==> src/common/fmpac_pkg.sv <==
package fmpac_pkg;

   // In-page offsets of the mapper register window.
   localparam logic [13:0] reg_fm_addr  = 14'h3FF4;
   localparam logic [13:0] reg_fm_data  = 14'h3FF5;
   localparam logic [13:0] reg_enable   = 14'h3FF6;
   localparam logic [13:0] reg_bank     = 14'h3FF7;
   localparam logic [13:0] reg_magic_lo = 14'h1FFE;
   localparam logic [13:0] reg_magic_hi = 14'h1FFF;

   localparam logic [7:0]  enable_mask  = 8'h11;     // Bit 4 is the lock bit.
   localparam logic [15:0] sram_unlock  = 16'h694D;

   // Upper seven bits of the I/O address, so ports 7C and 7D both match.
   localparam logic [6:0]  fm_io_port   = 7'b0111110;

   localparam int num_channels = 9;

   // Layout of registers 20..28.
   typedef struct packed {
      logic [1:0] spare;
      logic       sustain;
      logic       key;
      logic [2:0] block;
      logic       fnum_hi;
   } opll_ctrl_s;

   // The same data byte is the low F-number for registers 10..18
   // and the control fields for registers 20..28.
   typedef union packed {
      logic [7:0] raw;
      opll_ctrl_s ctrl;
   } opll_ctrl_u;

   // Registers 30..38. The stand-in chip has no instruments.
   typedef struct packed {
      logic [3:0] instrument;
      logic [3:0] volume;
   } opll_vol_s;

endpackage

==> src/hdl/fmpac_mapper.sv <==
`timescale 1ns/1ps

module fmpac_mapper import fmpac_pkg::*; (
   input  logic        clk,
   input  logic        reset,
   input  logic [15:0] addr,
   input  logic [7:0]  d_from_cpu,
   input  logic        cs,
   input  logic        wr,
   input  logic        iorq,
   input  logic        m1,
   output logic [7:0]  map_data,
   output logic        map_hit,
   output logic        sram_oe,
   output logic        sram_we,
   output logic [12:0] sram_addr,
   output logic [15:0] mem_addr,
   output logic        mem_oe,
   output logic        fm_wr
);

   logic [7:0]  enable;
   logic [1:0]  bank;
   logic [7:0]  magic_lo;
   logic [7:0]  magic_hi;
   logic        fm_pulse;
   logic        unlocked;
   logic        io_wr;
   logic [13:0] offset;

   assign offset   = addr[13:0];
   assign unlocked = ({magic_hi, magic_lo} == sram_unlock);

   // Register read mux. The magic bytes only show up once the SRAM is unlocked,
   // otherwise those offsets fall through to the SRAM/ROM decode.
   always_comb begin
      map_data = 8'hFF;
      map_hit  = 1'b0;
      case (offset)
         reg_enable: begin
            map_data = enable;
            map_hit  = 1'b1;
         end
         reg_bank: begin
            map_data = {6'b000000, bank};
            map_hit  = 1'b1;
         end
         reg_magic_lo: begin
            map_data = magic_lo;
            map_hit  = unlocked;
         end
         reg_magic_hi: begin
            map_data = magic_hi;
            map_hit  = unlocked;
         end
         default: ;
      endcase
      map_hit = map_hit & cs & ~wr;
   end

   always_ff @(posedge clk or posedge reset) begin
      if (reset) begin
         enable   <= 8'h00;
         bank     <= 2'b00;
         magic_lo <= 8'h00;
         magic_hi <= 8'h00;
         fm_pulse <= 1'b0;
      end else begin
         fm_pulse <= 1'b0;
         if (cs & wr) begin
            case (offset)
               reg_magic_lo: if (~enable[4]) magic_lo <= d_from_cpu;
               reg_magic_hi: if (~enable[4]) magic_hi <= d_from_cpu;
               reg_fm_addr,
               reg_fm_data: fm_pulse <= 1'b1;     // Goes out one cycle after the bus write.
               reg_enable: begin
                  enable <= d_from_cpu & enable_mask;
                  // Rewriting the enable while locked wipes the unlock code.
                  if (enable[4]) begin
                     magic_lo <= 8'h00;
                     magic_hi <= 8'h00;
                  end
               end
               reg_bank: bank <= d_from_cpu[1:0];
               default: ;
            endcase
         end
      end
   end

   assign io_wr = wr & iorq & ~m1 & (addr[7:1] == fm_io_port);
   assign fm_wr = fm_pulse | io_wr;

   assign sram_oe   = cs & unlocked & ~addr[13];   // Lower 8 KB of the page.
   assign sram_we   = sram_oe & wr;
   assign sram_addr = addr[12:0];

   assign mem_addr  = {bank, offset};
   assign mem_oe    = cs;

endmodule

==> config.mk <==
export PLATFORM = sky130hd
export DESIGN_NAME = fmpac_mapper
export DESIGN_NICKNAME = d
export VERILOG_FILES = /design/src/common/fmpac_pkg.sv /design/src/hdl/fmpac_mapper.sv
export SDC_FILE = /design/constraint.sdc
export NUM_CORES = 1
export LEC_CHECK = 0
export ABC_AREA = 1
export BUFFER_PORTS_ARGS = -buffer_cell sky130_fd_sc_hd__buf_4
export CORE_UTILIZATION = 48
export CTS_CLUSTER_SIZE = 28
export DETAILED_ROUTE_END_ITERATION = 16
export PLACE_DENSITY = 0.81
export SYNTH_ARGS = -nofsm -noshare
export SYNTH_HDL_FRONTEND = slang
export SYNTH_SLANG_ARGS = --single-unit
==> constraint.sdc <==
create_clock -name clk -period 1.6 [get_ports clk]
set_clock_uncertainty 0.1 [all_clocks]
set_input_delay 0.24 -clock clk [delete_from_list [all_inputs] [get_ports clk]]
set_output_delay 0.24 -clock clk [all_outputs]
set_load 0.03 [all_outputs]
==> qor.yml <==
die_w_um: 61.0
crit_type: "register to output pin"
synthTopCellsByArea: "dfrtp_1 (31%), nand2_1 (17%), buf_4 (13%)"
fin_crit_sh: 1.28
ys_seq_area_frac: 0.315
rows: 21
cp-end-kind: "output pin"
syn_nets: 272
grt_pass1_wl_mm: 7.34
cts_tree: "built"
rsz0062_at_grt: "yes"
ctsRootBufferMaster: "clkbuf_4"
synth_area_um2: 1670
async_reset_ff_frac: 1.00
drc: 0
required_ps: 1260
grtUsageTotal: 0.269
violations: "negative setup slack"
critPathBufInv: 2
diodes: 0
postLayoutCoreUtil: 0.818
cp_top_family: "simple AND/OR/NAND/NOR gates"
synthFlopType: "dfrtp_1"
hp-class: "primary input to register"
crit_path_max_incr_delay_ps: 420
ys_seq_elements: 21
multi_input_area_um2: 1050
synth_edf_count: 0
drtIter0Drc: 85
drive_above_1_share: 0.550
portBuffers: 69
fin_cells: 373
wire_per_inst_um: 13.9
htree_levels: 1
io_pins: 72
fin_crit_ps: 2050
fin_nets: 358
power_uw: 1150
clk_latency_ps: 320
cp_max_fo: 2
power_leakage_uw: 0.00156
core_um2: 3340
grt_pass1_vias: 1732
worst_setup_hold_path_clk_slew_ps: 130
worst_pin_slew_ps: 283
synth.most_common_cell: "nand2_1"
grt_max_degree: 22
crit_path_start_kind: "register"
syn_inst: 242
antenna_left: 0
syn_to_final_growth_pct: 63.6
synth_top_area_cell: "dfrtp_1"
cts_sinks: 21
fillers: 213
synth_area_per_cell_um2: 6.90
worstPathArrival_ps: 1710
ys_warn_count: 0
status: "finished with violations"
maxSlewViolCount: 0
synth_common_cells: "nand2_1 (74), inv_1 (29), buf_4 (28)"
pre_cts_ws_ps: -218
ff_latch_area_um2: 526
setup_viol: 11
synth_cell_types: 27
fin_tns_setup_ps: -1580
max_slew_margin: 0.811
start_util: 0.500
power.density_nw_per_um2: 423
cpMaxStageDelayCell: "dfrtp_1"
gp_congestion: 0.855
dp_hpwl_mm: 3.28
drt_wl_total_mm: 5.20
cp_cell_sequence: "inv_1 > nand2_1 > nor2_1 > nand4_1 > nor2_2 > and3_4 > buf_6"
antenna_found_initial: 0
finalHoldViolations: 0
numCtsBuffers: 3
die_area_um2: 3720
layout_setup_ws_ps: -449
num_vias: 1861
vdd_drop_max_uv: 469
synth_top_area_share: 0.315
cap_violations: 0
dp.cells: 360
max_freq_mhz: 488
grt_overflow: 0
clk_path_buf_depth: 2
drtPass1Iterations: 4
die_h_um: 61.0
viasPerCell: 4.99
## final timing paths
check	start	to	slack [ps]	cells past startpoint
setup / recovery	magic_lo[5]	sram_we	-450	7
hold / removal	d_from_cpu[4]	enable[4]	70	3
setup reg to reg	enable[4]	magic_lo[3]	170	7
hold reg to reg	magic_lo[1]	magic_lo[1]	400	2
max in group asynchronous	reset	fm_pulse	790	4
min in group asynchronous	reset	bank[1]	390	4
## sequential cells by signal, indices dropped and copies added, names as in the netlist
name and flops:
bank 2, enable 2, fm_pulse 1, magic_hi 8, magic_lo 8
## through the flow
| stage | hold slack [ps] | instance area (um2) |
|---|---|---|
| after floorplan | 117 | 1690 |
| after global placement | 193 | 2310 |
| after detailed placement | 193 | 2310 |
| after CTS | 72.4 | 2550 |
| final | 68.5 | 2730 |
| after global routing | 80.6 | 2730 |
## worst min-delay path: stages
cell     delay (ps)
buf_4           100
inv_1            50
o21ai_1          70
## metal layers
| layer | routed length (um) | track usage | part of all wire |
|---|---|---|---|
| met1 | 2030 | 0.302 | 0.39 |
| met2 | 2790 | 0.498 | 0.54 |
| met3 | 278 | 0.0320 | 0.053 |
| met4 | 99 | 0.140 | 0.019 |
| met5 | 0 | 0 | 0 |
## final cells by class
cell class | count | share of cell area
clock inverter | 1 | 0.00183
sequential | 21 | 0.192
tap | 46 | 0.0211
clock buffer | 3 | 0.00825
multi-input combinational | 160 | 0.386
timing repair buffer | 109 | 0.343
inverter | 33 | 0.0477
## power breakdown
group	total (uW)	leakage, uW	switching, uW	internal, uW
Combinational	345	0.00125	194	151
Sequential	532	0.000294	0.539	531
Clock	277	0.0000177	183	93.9
## cell families (layout without fill, tap and decap cells)
| group | Yosys count | after routing | synth area share |
|---|---|---|---|
| simple gates | 152 | 153 | 0.452 |
| compound gates | 7 | 7 | 0.0240 |
| flops | 21 | 21 | 0.315 |
| buf+inv | 62 | 146 | 0.209 |
## what timing repair did
item / in CTS / in global routing
hold buffers: 1 / 0
cloned: 1 / 0
resized for setup: 50 / 36
pin swaps: 14 / 20
endpoints found under the hold margin: 21 / 0
setup endpoints to repair: 11 / 11
buffers inserted: 2 / 6
## placed cells by master, fill, tap and decap left out
master         Yosys  layout
buf_4             28      86
nand2_1           74      57
inv_1             29      27
dfrtp_1           21      21
nand3_1           24      16
buf_6              1      16
nor2_1            26      15
nand2_2            6      15
nand2_4            6      13
nor2_4             2       9
nand3_2            1       8
nor2_2             1       5
o21ai_1            4       4
buf_8              0       4
inv_2              1       3
nand3_4            1       3
clkbuf_4           0       3
inv_4              1       2
nor2_8             2       2
clkinv_2           1       2
nor3_1             3       2
nand4_1            2       2
buf_12             0       2
nand2_8            0       1
and2_4             0       1
nand3b_4           0       1
o21ai_0            2       1
o21ai_2            0       1
a41o_1             1       1
nor3_2             0       1
nor4_4             0       1
and3_4             0       1
dlygate4sd3_1      0       1
Power figures use the tool's default switching activity.
