==> src/common/fmpac_pkg.sv <==
package fmpac_pkg;

   // In-page offsets of the mapper register window.
   localparam logic [13:0] reg_fm_addr  = 14'h3FF4;
   localparam logic [13:0] reg_fm_data  = 14'h3FF5;
   localparam logic [13:0] reg_enable   = 14'h3FF6;
   localparam logic [13:0] reg_bank     = 14'h3FF7;
   localparam logic [13:0] reg_magic_lo = 14'h1FFE;
   localparam logic [13:0] reg_magic_hi = 14'h1FFF;

   localparam logic [7:0]  enable_mask  = 8'h11;     // Bit 4 is the lock bit.
   localparam logic [15:0] sram_unlock  = 16'h694D;

   // Upper seven bits of the I/O address, so ports 7C and 7D both match.
   localparam logic [6:0]  fm_io_port   = 7'b0111110;

   localparam int num_channels = 9;

   // Layout of registers 20..28.
   typedef struct packed {
      logic [1:0] spare;
      logic       sustain;
      logic       key;
      logic [2:0] block;
      logic       fnum_hi;
   } opll_ctrl_s;

   // The same data byte is the low F-number for registers 10..18
   // and the control fields for registers 20..28.
   typedef union packed {
      logic [7:0] raw;
      opll_ctrl_s ctrl;
   } opll_ctrl_u;

   // Registers 30..38. The stand-in chip has no instruments.
   typedef struct packed {
      logic [3:0] instrument;
      logic [3:0] volume;
   } opll_vol_s;

endpackage

==> src/opll/opll_regs.sv <==
`timescale 1ns/1ps

module opll_regs import fmpac_pkg::*; (
   input  logic                             clk,
   input  logic                             reset,
   input  logic                             fm_wr,
   input  logic                             a0,
   input  logic [7:0]                       din,
   output logic [num_channels-1:0][8:0]     fnum,
   output logic [num_channels-1:0][2:0]     block,
   output logic [num_channels-1:0]          key,
   output logic [num_channels-1:0][3:0]     volume
);

   logic [7:0] reg_idx;
   logic [3:0] ch;
   logic       ch_valid;
   opll_ctrl_u wdata;
   opll_vol_s  vdata;

   assign wdata    = din;
   assign vdata    = din;
   assign ch       = reg_idx[3:0];
   assign ch_valid = (ch < 4'(num_channels));

   // Address port.
   always_ff @(posedge clk or posedge reset) begin
      if (reset) begin
         reg_idx <= 8'h00;
      end else if (fm_wr & ~a0) begin
         reg_idx <= din;
      end
   end

   // Data port. The upper nibble of the index picks the register group
   // and the lower nibble picks the channel.
   always_ff @(posedge clk or posedge reset) begin
      if (reset) begin
         fnum   <= '0;
         block  <= '0;
         key    <= '0;
         volume <= '0;
      end else if (fm_wr & a0 & ch_valid) begin
         case (reg_idx[7:4])
            4'h1: fnum[ch][7:0] <= wdata.raw;
            4'h2: begin
               fnum[ch][8] <= wdata.ctrl.fnum_hi;
               block[ch]   <= wdata.ctrl.block;
               key[ch]     <= wdata.ctrl.key;   // Sustain has no envelope to act on here.
            end
            4'h3: volume[ch] <= vdata.volume;
            default: ;
         endcase
      end
   end

endmodule

==> config.mk <==
export PLATFORM = sky130hd
export DESIGN_NAME = opll_regs
export DESIGN_NICKNAME = d
export VERILOG_FILES = /design/src/common/fmpac_pkg.sv /design/src/opll/opll_regs.sv
export SDC_FILE = /design/constraint.sdc
export NUM_CORES = 1
export LEC_CHECK = 0
export BUFFER_PORTS_ARGS = -buffer_cell sky130_fd_sc_hd__clkbuf_2
export CAP_MARGIN = 20
export CORE_UTILIZATION = 47
export DETAILED_ROUTE_END_ITERATION = 7
export PLACE_DENSITY = 0.86
export SLEW_MARGIN = 40
export SYNTH_ARGS = -nofsm -noshare
export SYNTH_HDL_FRONTEND = slang
export SYNTH_SLANG_ARGS = --single-unit
export TNS_END_PERCENT = 1
==> constraint.sdc <==
create_clock -name clk -period 5 [get_ports clk]
set_input_delay 0.75 -clock clk [delete_from_list [all_inputs] [get_ports clk]]
set_output_delay 0.75 -clock clk [all_outputs]
set_load 0.03 [all_outputs]
==> out/qor.yml, run 1 <==
drtPass1Iterations: 4
worst_slew_margin_rel_pct: 46.1
wl_per_cell_um: 19.4
rsz0062_at_grt: "false"
grt_max_degree: 162
path_clk_slew_ps: 60
synth-simple-area-share_pct: 5.52
worst_hold_slack_ps: 418
reg2reg_slack_ps: 2690
fp-row-count: 41
total_power_mw: 3.19
antenna_left: 0
synth_area_leader_cell: "dfrtp_1"
max-cap-violations: 0
mappedNetlistArea_um2: 6300
synth.area.top_cells: "dfrtp_1, mux2_2, nand3_1"
crit_arrival_ps: 2600
finalInstanceArea_um2: 7890
ys.flop_type: "dfrtp_1"
antenna_cells: 0
drc_errors: 0
syn_avg_cell_area_um2: 16.0
hold_violations: 0
start_kind: "register"
post_dp_cell_area_um2: 7270
r2r_start: "reg_idx[6]"
synth_seq_cells: 161
hp-class: "input pin to asynchronous set/reset pin"
clock_path_buffers: 2
fmax_ghz: 0.434
overflow: 0
synth_cell_type_count: 26
cts_root_buf: "clkbuf_16"
yosysWarnings: 0
hpwlAfterDp_mm: 9.56
end_kind: "register"
synthArstFlopShare_pct: 100
vias_per_cell: 5.23
fin_skew_ps: 7.37
cts_made_buffers: 17
grt_pass1_wl_mm: 23.0
criticalPathCategory: "register to register"
drtIter0Drc: 157
start_util_pct: 49.1
gp_congestion: 0.736
synth_xor_area_share_pct: 0
power.leakage_nw: 4.29
cp_max_fo: 8
synth_top_area_share_pct: 63.9
synth_mux_area_share_pct: 28.6
synth_top_family_by_area: "multiplexers"
post_cts_buffers: 0
setup_violations: 0
synthAdderAreaFrac_pct: 0
synth-compound-area-share_pct: 0.0794
ir_drop_mv: 0.263
required_ps: 5300
drive_gt1_share_pct: 64.2
ios: 165
r2r_end: "volume[15]"
fin_setup_tns_ps: 0
maxSlewViolCount: 0
drt-total-wl_mm: 14.3
antenna_found_initial: 0
power.density_nw_per_um2: 405
io_buffers: 164
holdBufCountCts: 0
min_period_ps: 2310
synth_edf_count: 0
utilization_pct: 61.5
nets: 564
multi_input_area_um2: 2170
die_height_um: 118
syn_to_final_growth_pct: 25.2
die-area_um2: 13900
worstSkewPairLatency_ps: 420
seqCellArea_um2: 4030
fillers: 975
rr_worst_depth: 3
tightest_slew_ps: 798
grtUsageTotal_pct: 21.7
ctsResizeCount: 0
cts_max_level: 4
status: "finished, final reports clean"
syn-num-nets: 405
vias: 3851
cts_num_sinks: 161
core-area_um2: 12800
seq_area_frac_synth_pct: 63.9
cts_tree: "built"
period_share_pct: 46.1
grt_pass1_vias: 4022
die_x_um: 118
synth_cells: 393
[routing by layer]
metal,vias up,part of all wire (%),GRT usage [%]
met4,0,1.8,8.25
met3,17,5.0,5.91
met2,120,49,35.0
li1,1729,-,-
met1,1985,44,27.9
met5,-,0,0
[cell usage after synthesis, types with 2 or more instances]
| master | n |
|---|---|
| dfrtp_1 | 161 |
| mux2_2 | 156 |
| nand3_1 | 15 |
| clkbuf_1 | 13 |
| buf_1 | 7 |
| buf_2 | 7 |
| mux2_1 | 4 |
| nand4b_1 | 3 |
| nor2b_1 | 3 |
| nor3b_4 | 3 |
| nor4b_2 | 3 |
| and4bb_2 | 2 |
| inv_1 | 2 |
| nand2_1 | 2 |
[through the flow]
step / std cells / setup slack, ps
5_1_grt: 737 / 2570
3_3_place_gp: 703 / 2230
4_1_cts: 735 / 2600
3_5_place_dp: 703 / 2140
6_report: 737 / 2690
2_1_floorplan: 393 / 2210
[cell families (layout without fill, tap and decap cells)]
group,count (synthesis),count (layout)
simple gates,42,42
flops,161,161
compound gates,1,1
buf+inv,29,201
mux,160,160
[critical path, stage by stage, from the launching register on]
cell	delay [ps]
dfrtp_1	420
nand4bb_1	590
nor3b_1	760
mux2_2	410
[area by class of cell]
type                    count  share of cell area [%]
flip-flops and latches    161                    51.1
multi-input cells         203                    27.5
repair buffers            167                    11.1
clock buffers              21                    5.71
well taps                 172                    2.73
clock inverters            11                    1.74
inverters                   2                   0.143
[worst max-delay path by stage]
stage | startpoint | end | cells after the start
global route | reg_idx[6] | volume[14] | 3
detailed placement | fm_wr | fnum[22] | 4
global placement | fm_wr | fnum[18] | 4
CTS | reg_idx[7] | fnum[21] | 3
floorplan | reset | block[0] | 1
finish | reg_idx[6] | volume[15] | 3
[state kept, by name, indices dropped and copies added, names as in the netlist]
| register | flops |
|---|---|
| block | 27 |
| fnum | 81 |
| key | 9 |
| reg_idx | 8 |
| volume | 36 |
[layout by cell type (no fill, tap or decap), types with 4 or more instances in the layout]
master and n:
clkinv_2 5, dfrtp_1 161, clkbuf_16 17, nand3_1 15, mux2_2 156, mux2_1 4
clkbuf_2 164, clkinvlp_4 4
[power breakdown]
| group | internal, mW | switching (mW) | total, mW |
|---|---|---|---|
| combinational | 0.144 | 0.304 | 0.448 |
| clock | 0.793 | 0.486 | 1.28 |
| sequential | 1.40 | 0.0671 | 1.46 |
| total | 2.33 | 0.857 | 3.19 |
Note: power is estimated with default switching activity, not from simulation.
==> run 2: changes to the inputs <==
- CORE_UTILIZATION: 47 -> 50
- PLACE_DENSITY: 0.86 -> 0.87
- clock period: 5 -> 2.2 ns (I/O delays scaled with it)
==> out/qor.yml, run 2 (synthesis gave the netlist of run 1 again) <==
status: "finished, final reports clean"
ios: 165
cp_max_fo: 5
start_kind: "register"
final_common_cell: "clkbuf_2"
grtUsageTotal_pct: 23.8
ir_drop_mv: 0.618
gp_congestion: 0.757
nets: 571
cts_max_level: 4
finalInstanceArea_um2: 7900
switching_share_pct: 27.6
vias_per_cell: 5.29
drive_gt1_share_pct: 64.6
setup_violations: 0
antenna_left: 0
drtPass1Iterations: 4
hold_path_depth: 2
tightest_slew_ps: 761
grt_pass1_wl_mm: 22.9
utilization_pct: 65.0
min_to: "fnum[52]"
hold_violations: 0
die-area_um2: 13100
reg2reg_slack_ps: 140
r2r_end: "volume[23]"
syn_to_final_growth_pct: 25.4
rr_worst_depth: 4
core-area_um2: 12200
worst_slew_margin_rel_pct: 49.3
rsz0062_at_grt: "false"
grt_max_degree: 88
fin_skew_ps: 8.94
io_buffers: 164
power.density_nw_per_um2: 907
end_kind: "register"
period_share_pct: 93.7
p_sw_mw: 1.98
drc_errors: 0
required_ps: 2500
wl_per_cell_um: 19.6
fp-row-count: 40
r2r_start: "reg_idx[6]"
crit_arrival_ps: 2370
worstSkewPairLatency_ps: 420
drt-total-wl_mm: 14.5
seqPwrFrac_pct: 46.4
path_clk_slew_ps: 60
hp-class: "input pin to register"
die_height_um: 114
hpwlAfterDp_mm: 9.72
clock_path_buffers: 2
layout_common_cells: "clkbuf_2, dfrtp_1, mux2_2"
criticalPathCategory: "register to register"
start_util_pct: 51.8
drtIter0Drc: 179
fmax_ghz: 0.485
biggestRegsByFlops: "fnum: 81 flops, volume: 36 flops, block: 27 flops"
cts_made_buffers: 17
antenna_cells: 0
largest_reg_flops: 81
maxSlewViolCount: 0
overflow: 0
cts_tree: "built"
largest-register: "fnum"
antenna_found_initial: 0
cts_num_sinks: 161
cts_root_buf: "clkbuf_16"
vias: 3911
p_clk_share_pct: 39.3
p_int_mw: 5.19
grt_pass1_vias: 4196
ctsResizeCount: 0
min_period_ps: 2060
power.leakage_nw: 4.32
post_dp_cell_area_um2: 7330
die_x_um: 114
comb_power_share_pct: 14.3
max-cap-violations: 0
worstHoldStart: "din[7]"
[run 2: cell types whose count changed in the layout (fill, tap and decap cells not counted), sizes merged]
cell | before | now
clkinv | 5 | 6
bufinv | 3 | 2
clkbuf | 185 | 184
clkinvlp | 4 | 3
inv | 1 | 2
dlygate4sd3 | 0 | 1
buf | 3 | 9
[run 2: metal layers]
metal  share of wire, %  routed length (um)  track usage, %
met5                  0                   0               0
met3                5.2                 753            6.83
met1                 45                6450            30.4
met2                 48                7000            38.2
met4                1.8                 254            9.70
[run 2: timing repair]
| item | 4_1_cts | 5_1_grt |
|---|---|---|
| endpoints found under the hold margin | 3 | 0 |
| buffers inserted | 0 | 0 |
| hold buffers | 1 | 0 |
[run 2: power groups by stage]
stage,clock [mW],sequential (mW),combinational [mW]
after CTS,2.86,3.33,1.03
final,2.82,3.33,1.02
after detailed placement,0,3.38,1.03
after global routing,2.99,3.35,1.08
after global placement,0,3.36,1.01
after floorplan,0,3.72,0.350
[run 2: through the flow]
step / total power, mW / setup slack [ps] / TNS, ps / hold WS [ps] / std cells
floorplan: 4.07 / -173 / -27830 / 496 / 393
global placement: 4.37 / 255 / 0 / 235 / 707
detailed placement: 4.41 / 155 / 0 / 239 / 707
CTS: 7.22 / 144 / 0 / 338 / 739
global route: 7.43 / 28.9 / 0 / 350 / 739
finish: 7.17 / 138 / 0 / 353 / 739
[run 2: worst max-delay path by stage]
stage	start	endpoint	slack [ps]	cells after the start
after floorplan	reset	block[0]	-170	1
after global placement	reg_idx[2]	fnum[29]	250	3
after detailed placement	reg_idx[6]	volume[23]	160	4
after CTS	reg_idx[6]	volume[23]	140	4
after global routing	reg_idx[6]	volume[23]	30	4
final	reg_idx[6]	volume[23]	140	4
[run 2: worst max-delay path, cell delays in order, from the launching register on]
cell and delay [ps]:
dfrtp_1 410, nand4bb_1 370, buf_4 280, nor4b_2 480, mux2_2 400
[run 2: area by class of cell]
cell class | instances | area (um2)
inverter | 2 | 11.3
tap | 168 | 210
multi-input combinational | 203 | 2170
fill | 883 | 4260
clock inverter | 11 | 114
clock buffer | 20 | 447
sequential | 161 | 4030
timing repair buffer | 174 | 923
