File: config.mk
export PLATFORM = sky130hd
export DESIGN_NAME = opll_tone
export DESIGN_NICKNAME = d
export VERILOG_FILES = /design/src/common/fmpac_pkg.sv /design/src/opll/opll_tone.sv
export SDC_FILE = /design/constraint.sdc
export NUM_CORES = 1
export LEC_CHECK = 0
export ABC_AREA = 1
export BUFFER_PORTS_ARGS = -buffer_cell sky130_fd_sc_hd__buf_2
export CAP_MARGIN = 0
export CORE_MARGIN = 2
export CORE_UTILIZATION = 43
export DETAILED_ROUTE_END_ITERATION = 8
export PLACE_DENSITY = 0.6
export REMOVE_ABC_BUFFERS = 1
export SYNTH_ARGS = -nofsm -noshare
export SYNTH_HDL_FRONTEND = slang
export SYNTH_SLANG_ARGS = --single-unit
File: constraint.sdc
create_clock -name clk -period 8.35 [get_ports clk]
set_input_delay 1.67 -clock clk [delete_from_list [all_inputs] [get_ports clk]]
set_output_delay 1.67 -clock clk [all_outputs]
set_load 0.05 [all_outputs]
File: src/common/fmpac_pkg.sv
package fmpac_pkg;

   // In-page offsets of the mapper register window.
   localparam logic [13:0] reg_fm_addr  = 14'h3FF4;
   localparam logic [13:0] reg_fm_data  = 14'h3FF5;
   localparam logic [13:0] reg_enable   = 14'h3FF6;
   localparam logic [13:0] reg_bank     = 14'h3FF7;
   localparam logic [13:0] reg_magic_lo = 14'h1FFE;
   localparam logic [13:0] reg_magic_hi = 14'h1FFF;

   localparam logic [7:0]  enable_mask  = 8'h11;     // Bit 4 is the lock bit.
   localparam logic [15:0] sram_unlock  = 16'h694D;

   // Upper seven bits of the I/O address, so ports 7C and 7D both match.
   localparam logic [6:0]  fm_io_port   = 7'b0111110;

   localparam int num_channels = 9;

   // Layout of registers 20..28.
   typedef struct packed {
      logic [1:0] spare;
      logic       sustain;
      logic       key;
      logic [2:0] block;
      logic       fnum_hi;
   } opll_ctrl_s;

   // The same data byte is the low F-number for registers 10..18
   // and the control fields for registers 20..28.
   typedef union packed {
      logic [7:0] raw;
      opll_ctrl_s ctrl;
   } opll_ctrl_u;

   // Registers 30..38. The stand-in chip has no instruments.
   typedef struct packed {
      logic [3:0] instrument;
      logic [3:0] volume;
   } opll_vol_s;

endpackage

File: src/opll/opll_tone.sv
`timescale 1ns/1ps

module opll_tone import fmpac_pkg::*; #(
   parameter int phase_bits = 18
) (
   input  logic                             clk,
   input  logic                             reset,
   input  logic                             clk_en,
   input  logic [num_channels-1:0][8:0]     fnum,
   input  logic [num_channels-1:0][2:0]     block,
   input  logic [num_channels-1:0]          key,
   input  logic [num_channels-1:0][3:0]     volume,
   output logic signed [15:0]               sound
);

   logic [num_channels-1:0][phase_bits-1:0] phase;
   logic [num_channels-1:0][phase_bits-1:0] step;
   logic [num_channels-1:0][15:0]           amp;
   logic signed [num_channels-1:0][15:0]    contrib;
   logic signed [15:0]                      mix;

   // Per-channel phase increment and square-wave level.
   always_comb begin
      for (int i = 0; i < num_channels; i++) begin
         step[i] = phase_bits'(fnum[i]) << block[i];
         amp[i]  = 16'(4'd15 - volume[i]) << 6;     // Volume 0 is the loudest.
         if (!key[i]) begin
            contrib[i] = 16'sd0;
         end else if (phase[i][phase_bits-1]) begin
            contrib[i] = -$signed(amp[i]);
         end else begin
            contrib[i] = $signed(amp[i]);
         end
      end
   end

   // Nine channels at most 960 each, so 16 bits never overflow.
   always_comb begin
      mix = 16'sd0;
      for (int i = 0; i < num_channels; i++) begin
         mix = mix + contrib[i];
      end
   end

   always_ff @(posedge clk or posedge reset) begin
      if (reset) begin
         phase <= '0;
         sound <= 16'sd0;
      end else if (clk_en) begin
         for (int i = 0; i < num_channels; i++) begin
            if (key[i]) begin
               phase[i] <= phase[i] + step[i];
            end else begin
               phase[i] <= '0;    // Restart the wave on the next key-on.
            end
         end
         sound <= mix;
      end
   end

endmodule

==> results of run 1 <==
-- Yosys cell counts (all sizes together) (9+ instances only) --
master	n
nand2	1064
inv	345
o21ai	305
nor2	281
nand3	233
a21oi	207
dfrtp	172
ha	172
fa	62
clkbuf	36
mux2i	36
buf	29
nand4	26
nor3	26
o21bai	19
a22o	18
or2	15
and2	12
a31oi	11
a21o	10
a31o	9
and3	9
-- flip-flops by register name, indices dropped and copies added (netlist names) --
signal  count
phase     162
sound      10
-- per-stage QoR --
stage	worst slack, ns	std cells	total power [mW]	utilization	cell area, µm²
final	2.94	3869	3.78	0.481	21900
after detailed placement	2.46	3833	2.86	0.466	21200
after global placement	2.47	3833	2.83	0.466	21200
after floorplan	2.02	3064	2.39	-	19600
after global routing	2.51	3868	4.12	0.481	21900
after CTS	3.00	3865	3.81	0.481	21900
-- worst max path at each step --
stage / end / slack [ns] / cells past startpoint
2_1_floorplan: phase[0] / 2.02 / 1
3_3_place_gp: sound[14] / 2.47 / 21
3_5_place_dp: sound[14] / 2.46 / 21
4_1_cts: sound[14] / 3.00 / 21
5_1_grt: sound[14] / 2.51 / 23
6_report: sound[14] / 2.94 / 21
-- cell type report --
class	count	area (µm²)	area share
Clock buffer	19	443	0.0202
Antenna cell	4	10.0	0.000457
Timing Repair Buffer	169	856	0.0391
Sequential cell	172	4300	0.196
Clock inverter	13	214	0.00976
Tap cell	600	751	0.0343
Multi-Input combinational cell	2546	14000	0.640
Inverter	346	1310	0.0597
-- logic make-up (layout without fill, tap and decap cells) --
group | count (synthesis) | after routing | share of synthesized area
adder cells (fa/ha/maj) | 234 | 234 | 0.170
AO/OA/AOI/OAI | 588 | 588 | 0.161
flip-flops | 172 | 172 | 0.216
XOR/XNOR | 7 | 7 | 0.00308
buffers and inverters | 411 | 547 | 0.0805
multiplexers | 36 | 36 | 0.0181
AND/OR/NAND/NOR | 1675 | 1675 | 0.351
other | 1 | 10 | 0.000188
-- layer usage --
layer / vias up / share of wire / GRT usage
met4: 0 / 0.022 / 0.0811
met1: 9305 / 0.47 / 0.306
met3: 62 / 0.049 / 0.0394
met2: 450 / 0.46 / 0.385
met5: - / 0 / 0
li1: 10500 / - / -
-- power groups by stage --
stage / Sequential (mW) / Clock (mW) / Combinational, mW
after detailed placement: 1.11 / 0 / 1.75
after CTS: 1.09 / 0.952 / 1.76
after floorplan: 1.13 / 0 / 1.27
after global routing: 1.11 / 0.978 / 2.03
after global placement: 1.10 / 0 / 1.73
final: 1.09 / 0.919 / 1.77
-- worst max-delay path, cell delays in order --
cell	delay, ns
buf_2	0.10
inv_1	0.05
nor2_1	0.14
ha_1	0.24
o21ai_0	0.16
a21oi_1	0.09
fa_1	0.71
fa_1	0.47
fa_1	0.55
inv_1	0.05
fa_1	0.52
fa_1	0.42
inv_1	0.09
nand3_1	0.07
nand2_1	0.09
nand2_1	0.07
nand2_1	0.06
nand2_1	0.06
nand2_1	0.06
nand2_1	0.05
a31oi_1	0.11
==> run metrics, run 1 <==
hold buffer count at CTS=0; Yosys top cell by area=dfrtp_1; DR pass1 iterations=6; Mean Syn Cell Area=approximately 6.4 µm²; relative slew slack=0.384; mean routed wirelength per cell=14.2 µm; drt via density=approximately 5.3; Worst Reg-to-Reg Cells=22; Synth area leaders=dfrtp_1, nand2_1, ha_1; post-synth top area share=0.216; post-layout min period=5.41 ns; input/output buffers=165; commonest non-fill, non-tap cell in the layout=nand2_1; Switching Share=0.438; CTS tree=yes; CP startpoint kind=primary input; number of synthesized flops with an enable pin=0; Longest Clk Path Bufs=2; initial cell density of the core=0.437; R2R Setup Slk=3.92 ns; share of post-route cells with drive strength above 1=0.0885; worst-path maximum fanout=3; Final Max Slew Viols=0; core area=45600 µm²; Horiz. Die Dim=219 µm; GR Util All Layers=0.233; gpl congestion=0.948; ys flop type=dfrtp_1; clock slew at reported path FFs=0.07 ns; Post-CTS Setup Bufs=0; fmax=0.185 GHz; largest net degree at the start of global routing=110; Worst EP arrival=just under 6 ns; clock sinks=172; fill count=approximately 4700; Switching Power=1.66 mW; half-perimeter wire length after placement=44.0 mm; worst r2r src=phase[143]; hold_ws=0.488 ns; maxcap violations=0; vias=between 20000 and 25000; hold wc startpoint=phase[61]; synthesized cell area=19900 µm²; maximum VDD drop=0.129 mV; Worst Hold End=phase[61]; Critical Path Sink Type=register; Synth-to-Final Area Change=10.0%; vias in the first global route=19100; sequential fraction of design power=0.289; final WL=54.9 mm; clock skew=0.0114 ns; RSZ-0062 raised after global routing=false; Top Ports=172; drt initial violations=1385; hold path depth=2; htree depth=4; final hold violations=0; CP required=about 9 ns; Congestion Overflow GR=0; period utilisation layout=0.648; CTS resizes=0; Comb pwr share=0.468; FF+latch count, synth=172; sequential share of the synthesized area=0.216; worst skew pair latency=slightly below 0.5 ns; Pint=2.13 mW; TNS Setup=0 ns; initial antenna violation count=4; Post-synth ARST share=1.00; Worst Max-Slew Pin Slew=around 0.92 ns; Post-Syn Instances=3124; most frequent cells in the layout=nand2_1, inv_1, o21ai_0; Cell variety after synth=45; Row Count=78; Final Setup Violations=0; DRC viols=0; nets=3642; P per Cell Area=173 nW/µm²; remaining antenna violation count=0; global-route wire length before repair=90.7 mm; Crit Reg-Reg Endpoint=sound[14]; Clock Power Share=0.243; Die Span Y=219 µm; Hold Path Class=reg2reg; Synth Warn #=0; critical path class=in2reg; origin of the worst setup path=volume[2]; TritonCTS Buffers=17; status=finished, final reports clean; clk root buf=clkbuf_16; Lkg Pwr=roughly 12 nW; die area=between 40000 and 50000 µm²
No activity file was read; power rests on OpenSTA's default activity.
==> inputs of run 2 (changes only) <==
ABC_AREA = 0   (was 1)
clock period = 5.44 ns   (was 8.35 ns; I/O delays follow)
==> run metrics, run 2 <==
Synth Warn #=0 (unchanged); Row Count=75 (-3.8%); hold_ws=0.488 ns (+0.000596 ns); main combinational cell family by area after synthesis=compound AO/OA/AOI/OAI gates; status=finished, final reports clean; initial cell density of the core=0.433 (-0.00383); origin of the worst setup path=volume[6]; Pint=4.00 mW (+88%); max reg flops=162 (unchanged); relative slew slack=0.388 (+0.00370); DP Area=19800 µm² (-6.9%); most used cell, CP=fa_1; GRT met3 Usage=0.0449 (+0.00557); Cell variety after synth=75 (+67%); slowest CP cell=fa_1; worst-path maximum fanout=2 (-1); max incr delay on CP=0.55 ns (-0.16 ns); P per Cell Area=335 nW/µm² (+94%); Post-Syn Instances=2127 (-32%); remaining antenna violation count=0 (unchanged); Longest Clk Path Bufs=2 (unchanged); hold buffer count at CTS=0 (unchanged); synthesized cell area=18100 µm² (-9.2%); Post-Layout Cell Count=2862 (-26%); area fraction in compound gates after synthesis=0.239 (+0.0784); clock sinks=172 (unchanged); Synth area leaders=dfrtp_1, ha_1, fa_1; Worst Max-Slew Pin Slew=0.918 ns (-0.00555 ns); vias=15800 (-22%); Final Cell Area=20400 µm² (-6.8%); DR pass1 iterations=5 (-1); largest net degree at the start of global routing=91 (-17%); ys flop type=dfrtp_1; htree depth=4 (unchanged); Post-synth ARST share=1.00 (unchanged); Synth-to-Final Area Change=12.9%; GR Util All Layers=0.215 (-0.0179); Switching Power=2.83 mW (+71%); worst r2r src=phase[17]; Mean Syn Cell Area=8.50 µm² (+33%); nets=2694 (-26%); most frequent cell after synthesis=nand2_1; synth cell count leaders=nand2_1, dfrtp_1, ha_1, o21ai_0, inv_1; sequential share of the synthesized area=0.238 (+0.0218); CP Cell Sequence=buf_2, and3_1, ha_1, nand2_1, o21ai_0, and2_1, fa_1, fa_1, fa_1, inv_1, fa_1, buf_4, fa_1, inv_1, a21oi_1, o21bai_1, a21o_1, a21oi_1, xnor2_1, mux2_2; post-layout min period=5.26 ns; M2 GR Usage=0.349 (-0.0362); critical path class=in2reg; drt initial violations=962 (-31%); sequential fraction of design power=0.265 (-0.024); Switching Share=0.414 (-0.0235); gpl congestion=0.939 (-0.99%); CP startpoint kind=primary input; worst skew pair latency=0.47 ns (-0.02 ns); hold wc startpoint=phase[15]; Clock Power Share=0.190 (-0.053); top flop regs=phase (162), sound (10); Most flops, register=phase; Horiz. Die Dim=209 µm (-4.6%); global-route wire length before repair=76.4 mm (-16%); Top Ports=172 (unchanged); core area=41800 µm² (-8.4%); GRT busiest layer=met2; post-synth top area share=0.238 (+0.0218); Comb pwr share=0.545 (+0.077); initial antenna violation count=7 (+3); Post-Synth XOR/XNOR Area=0.0625 (+0.0594); Final Setup Violations=0 (unchanged); FF+latch count, synth=172 (unchanged); CTS tree=yes; Lkg Pwr=9.92 nW (-19%); Hold Path Class=reg2reg; clock slew at reported path FFs=0.07 ns (about the same); Yosys top cell by area=dfrtp_1; mux cell area share after synthesis=0.0740 (+0.0559); final WL=45.5 mm (-17%); TritonCTS Buffers=17 (unchanged); Die Span Y=209 µm (-4.6%); Final Max Slew Viols=0 (unchanged); simple-gate share of the synthesized area=0.149 (-0.202); DRC viols=0 (unchanged); period utilisation layout=0.966; maxcap violations=0 (unchanged); CP required=5.79 ns (-2.97 ns); half-perimeter wire length after placement=35.6 mm (-19%); commonest non-fill, non-tap cell in the layout=nand2_1; share of post-route cells with drive strength above 1=0.149 (+0.0600); Tot Pwr=6.83 mW (+81%); Worst EP arrival=5.61 ns (-0.22 ns); placed cells=2823 (-26%); mean routed wirelength per cell=15.9 µm (+12%); vias in the first global route=15500 (-19%); die area=43700 µm² (-9.0%); fmax=between 0.15 and 0.2 GHz; final hold violations=0 (unchanged); RSZ-0062 raised after global routing=false; critical path's top delay family=adder cells; drt via density=5.53 (+5.2%); clock skew=0.00940 ns (-0.00198 ns); Buf/Inv on CP=4 (unchanged); maximum VDD drop=0.228 mV (+77%); most frequent cells in the layout=nand2_1, ha_1, dfrtp_1; clk root buf=clkbuf_16; TNS Setup=0 ns (unchanged); post-synthesis adder-cell area fraction=0.188 (+0.0172); Critical Path Sink Type=register; input/output buffers=165 (unchanged); number of synthesized flops with an enable pin=0 (unchanged); Congestion Overflow GR=0 (unchanged); met1 GRT Util=0.289 (-0.0167)
[run 2: tightest hold or removal path, stage by stage, from the launching register on]
cell and delay, ns:
dfrtp_1 0.35, nand2_1 0.05, o41ai_1 0.05
[run 2: per-layer routing]
layer / part of all wire / vias to the layer above / routed length, µm
met3: 0.043 / 54 / 1940
li1: - / 8035 / -
met4: 0.017 / 6 / 760
met1: 0.48 / 7474 / 21900
met5: 0.00070 / - / 32
met2: 0.46 / 252 / 20900
[run 2: final timing paths]
path / to / slack [ns] / cells after the start
min: phase[15] / 0.49 / 2
max reg2reg: sound[14] / 0.73 / 18
max: sound[14] / 0.18 / 20
min reg2reg: phase[15] / 0.49 / 2
min in group asynchronous: phase[64] / 0.77 / 2
max in group asynchronous: phase[107] / 3.57 / 3
[run 2: area by class of cell]
| cell class | count | area [µm²] |
|---|---|---|
| Antenna cell | 7 | 17.5 |
| Fill cell | 3958 | 21300 |
| Inverter | 157 | 597 |
| Sequential cell | 172 | 4300 |
| Multi-Input combinational cell | 1725 | 12900 |
| Timing Repair Buffer | 231 | 1320 |
| Clock inverter | 11 | 141 |
| Tap cell | 539 | 674 |
| Clock buffer | 20 | 457 |
[run 2: cells by family (layout without fill, tap and decap cells)]
group / Yosys count / in the layout
AOI/OAI and AO/OA: 636 / 636
muxes: 127 / 127
adders and majority gates: 234 / 234
and+or+nand+nor: 593 / 593
xor gates and xnor gates: 129 / 129
other: 1 / 13
DFF: 172 / 172
buffers and inverters: 235 / 419
[run 2: metrics by stage]
| step | setup WS (ns) | utilization |
|---|---|---|
| floorplan | -0.308 | - |
| global placement | -0.340 | 0.474 |
| detailed placement | -0.307 | 0.474 |
| CTS | 0.176 | 0.488 |
| global route | 0.000508 | 0.489 |
| finish | 0.184 | 0.489 |
[run 2: what timing repair did]
action / 4_1_cts / 5_1_grt
endpoints found under the setup margin: 0 / 3
gates resized for setup: 0 / 1
endpoints found under the hold margin: 0 / 0
setup buffers: 0 / 1
[run 2: power groups by stage]
stage	combinational, mW	clock [mW]	sequential [mW]
2_1_floorplan	2.66	0	1.90
3_3_place_gp	3.60	0	1.82
5_1_grt	4.22	1.40	1.85
6_report	3.72	1.30	1.81
3_5_place_dp	3.69	0	1.82
4_1_cts	3.71	1.35	1.81
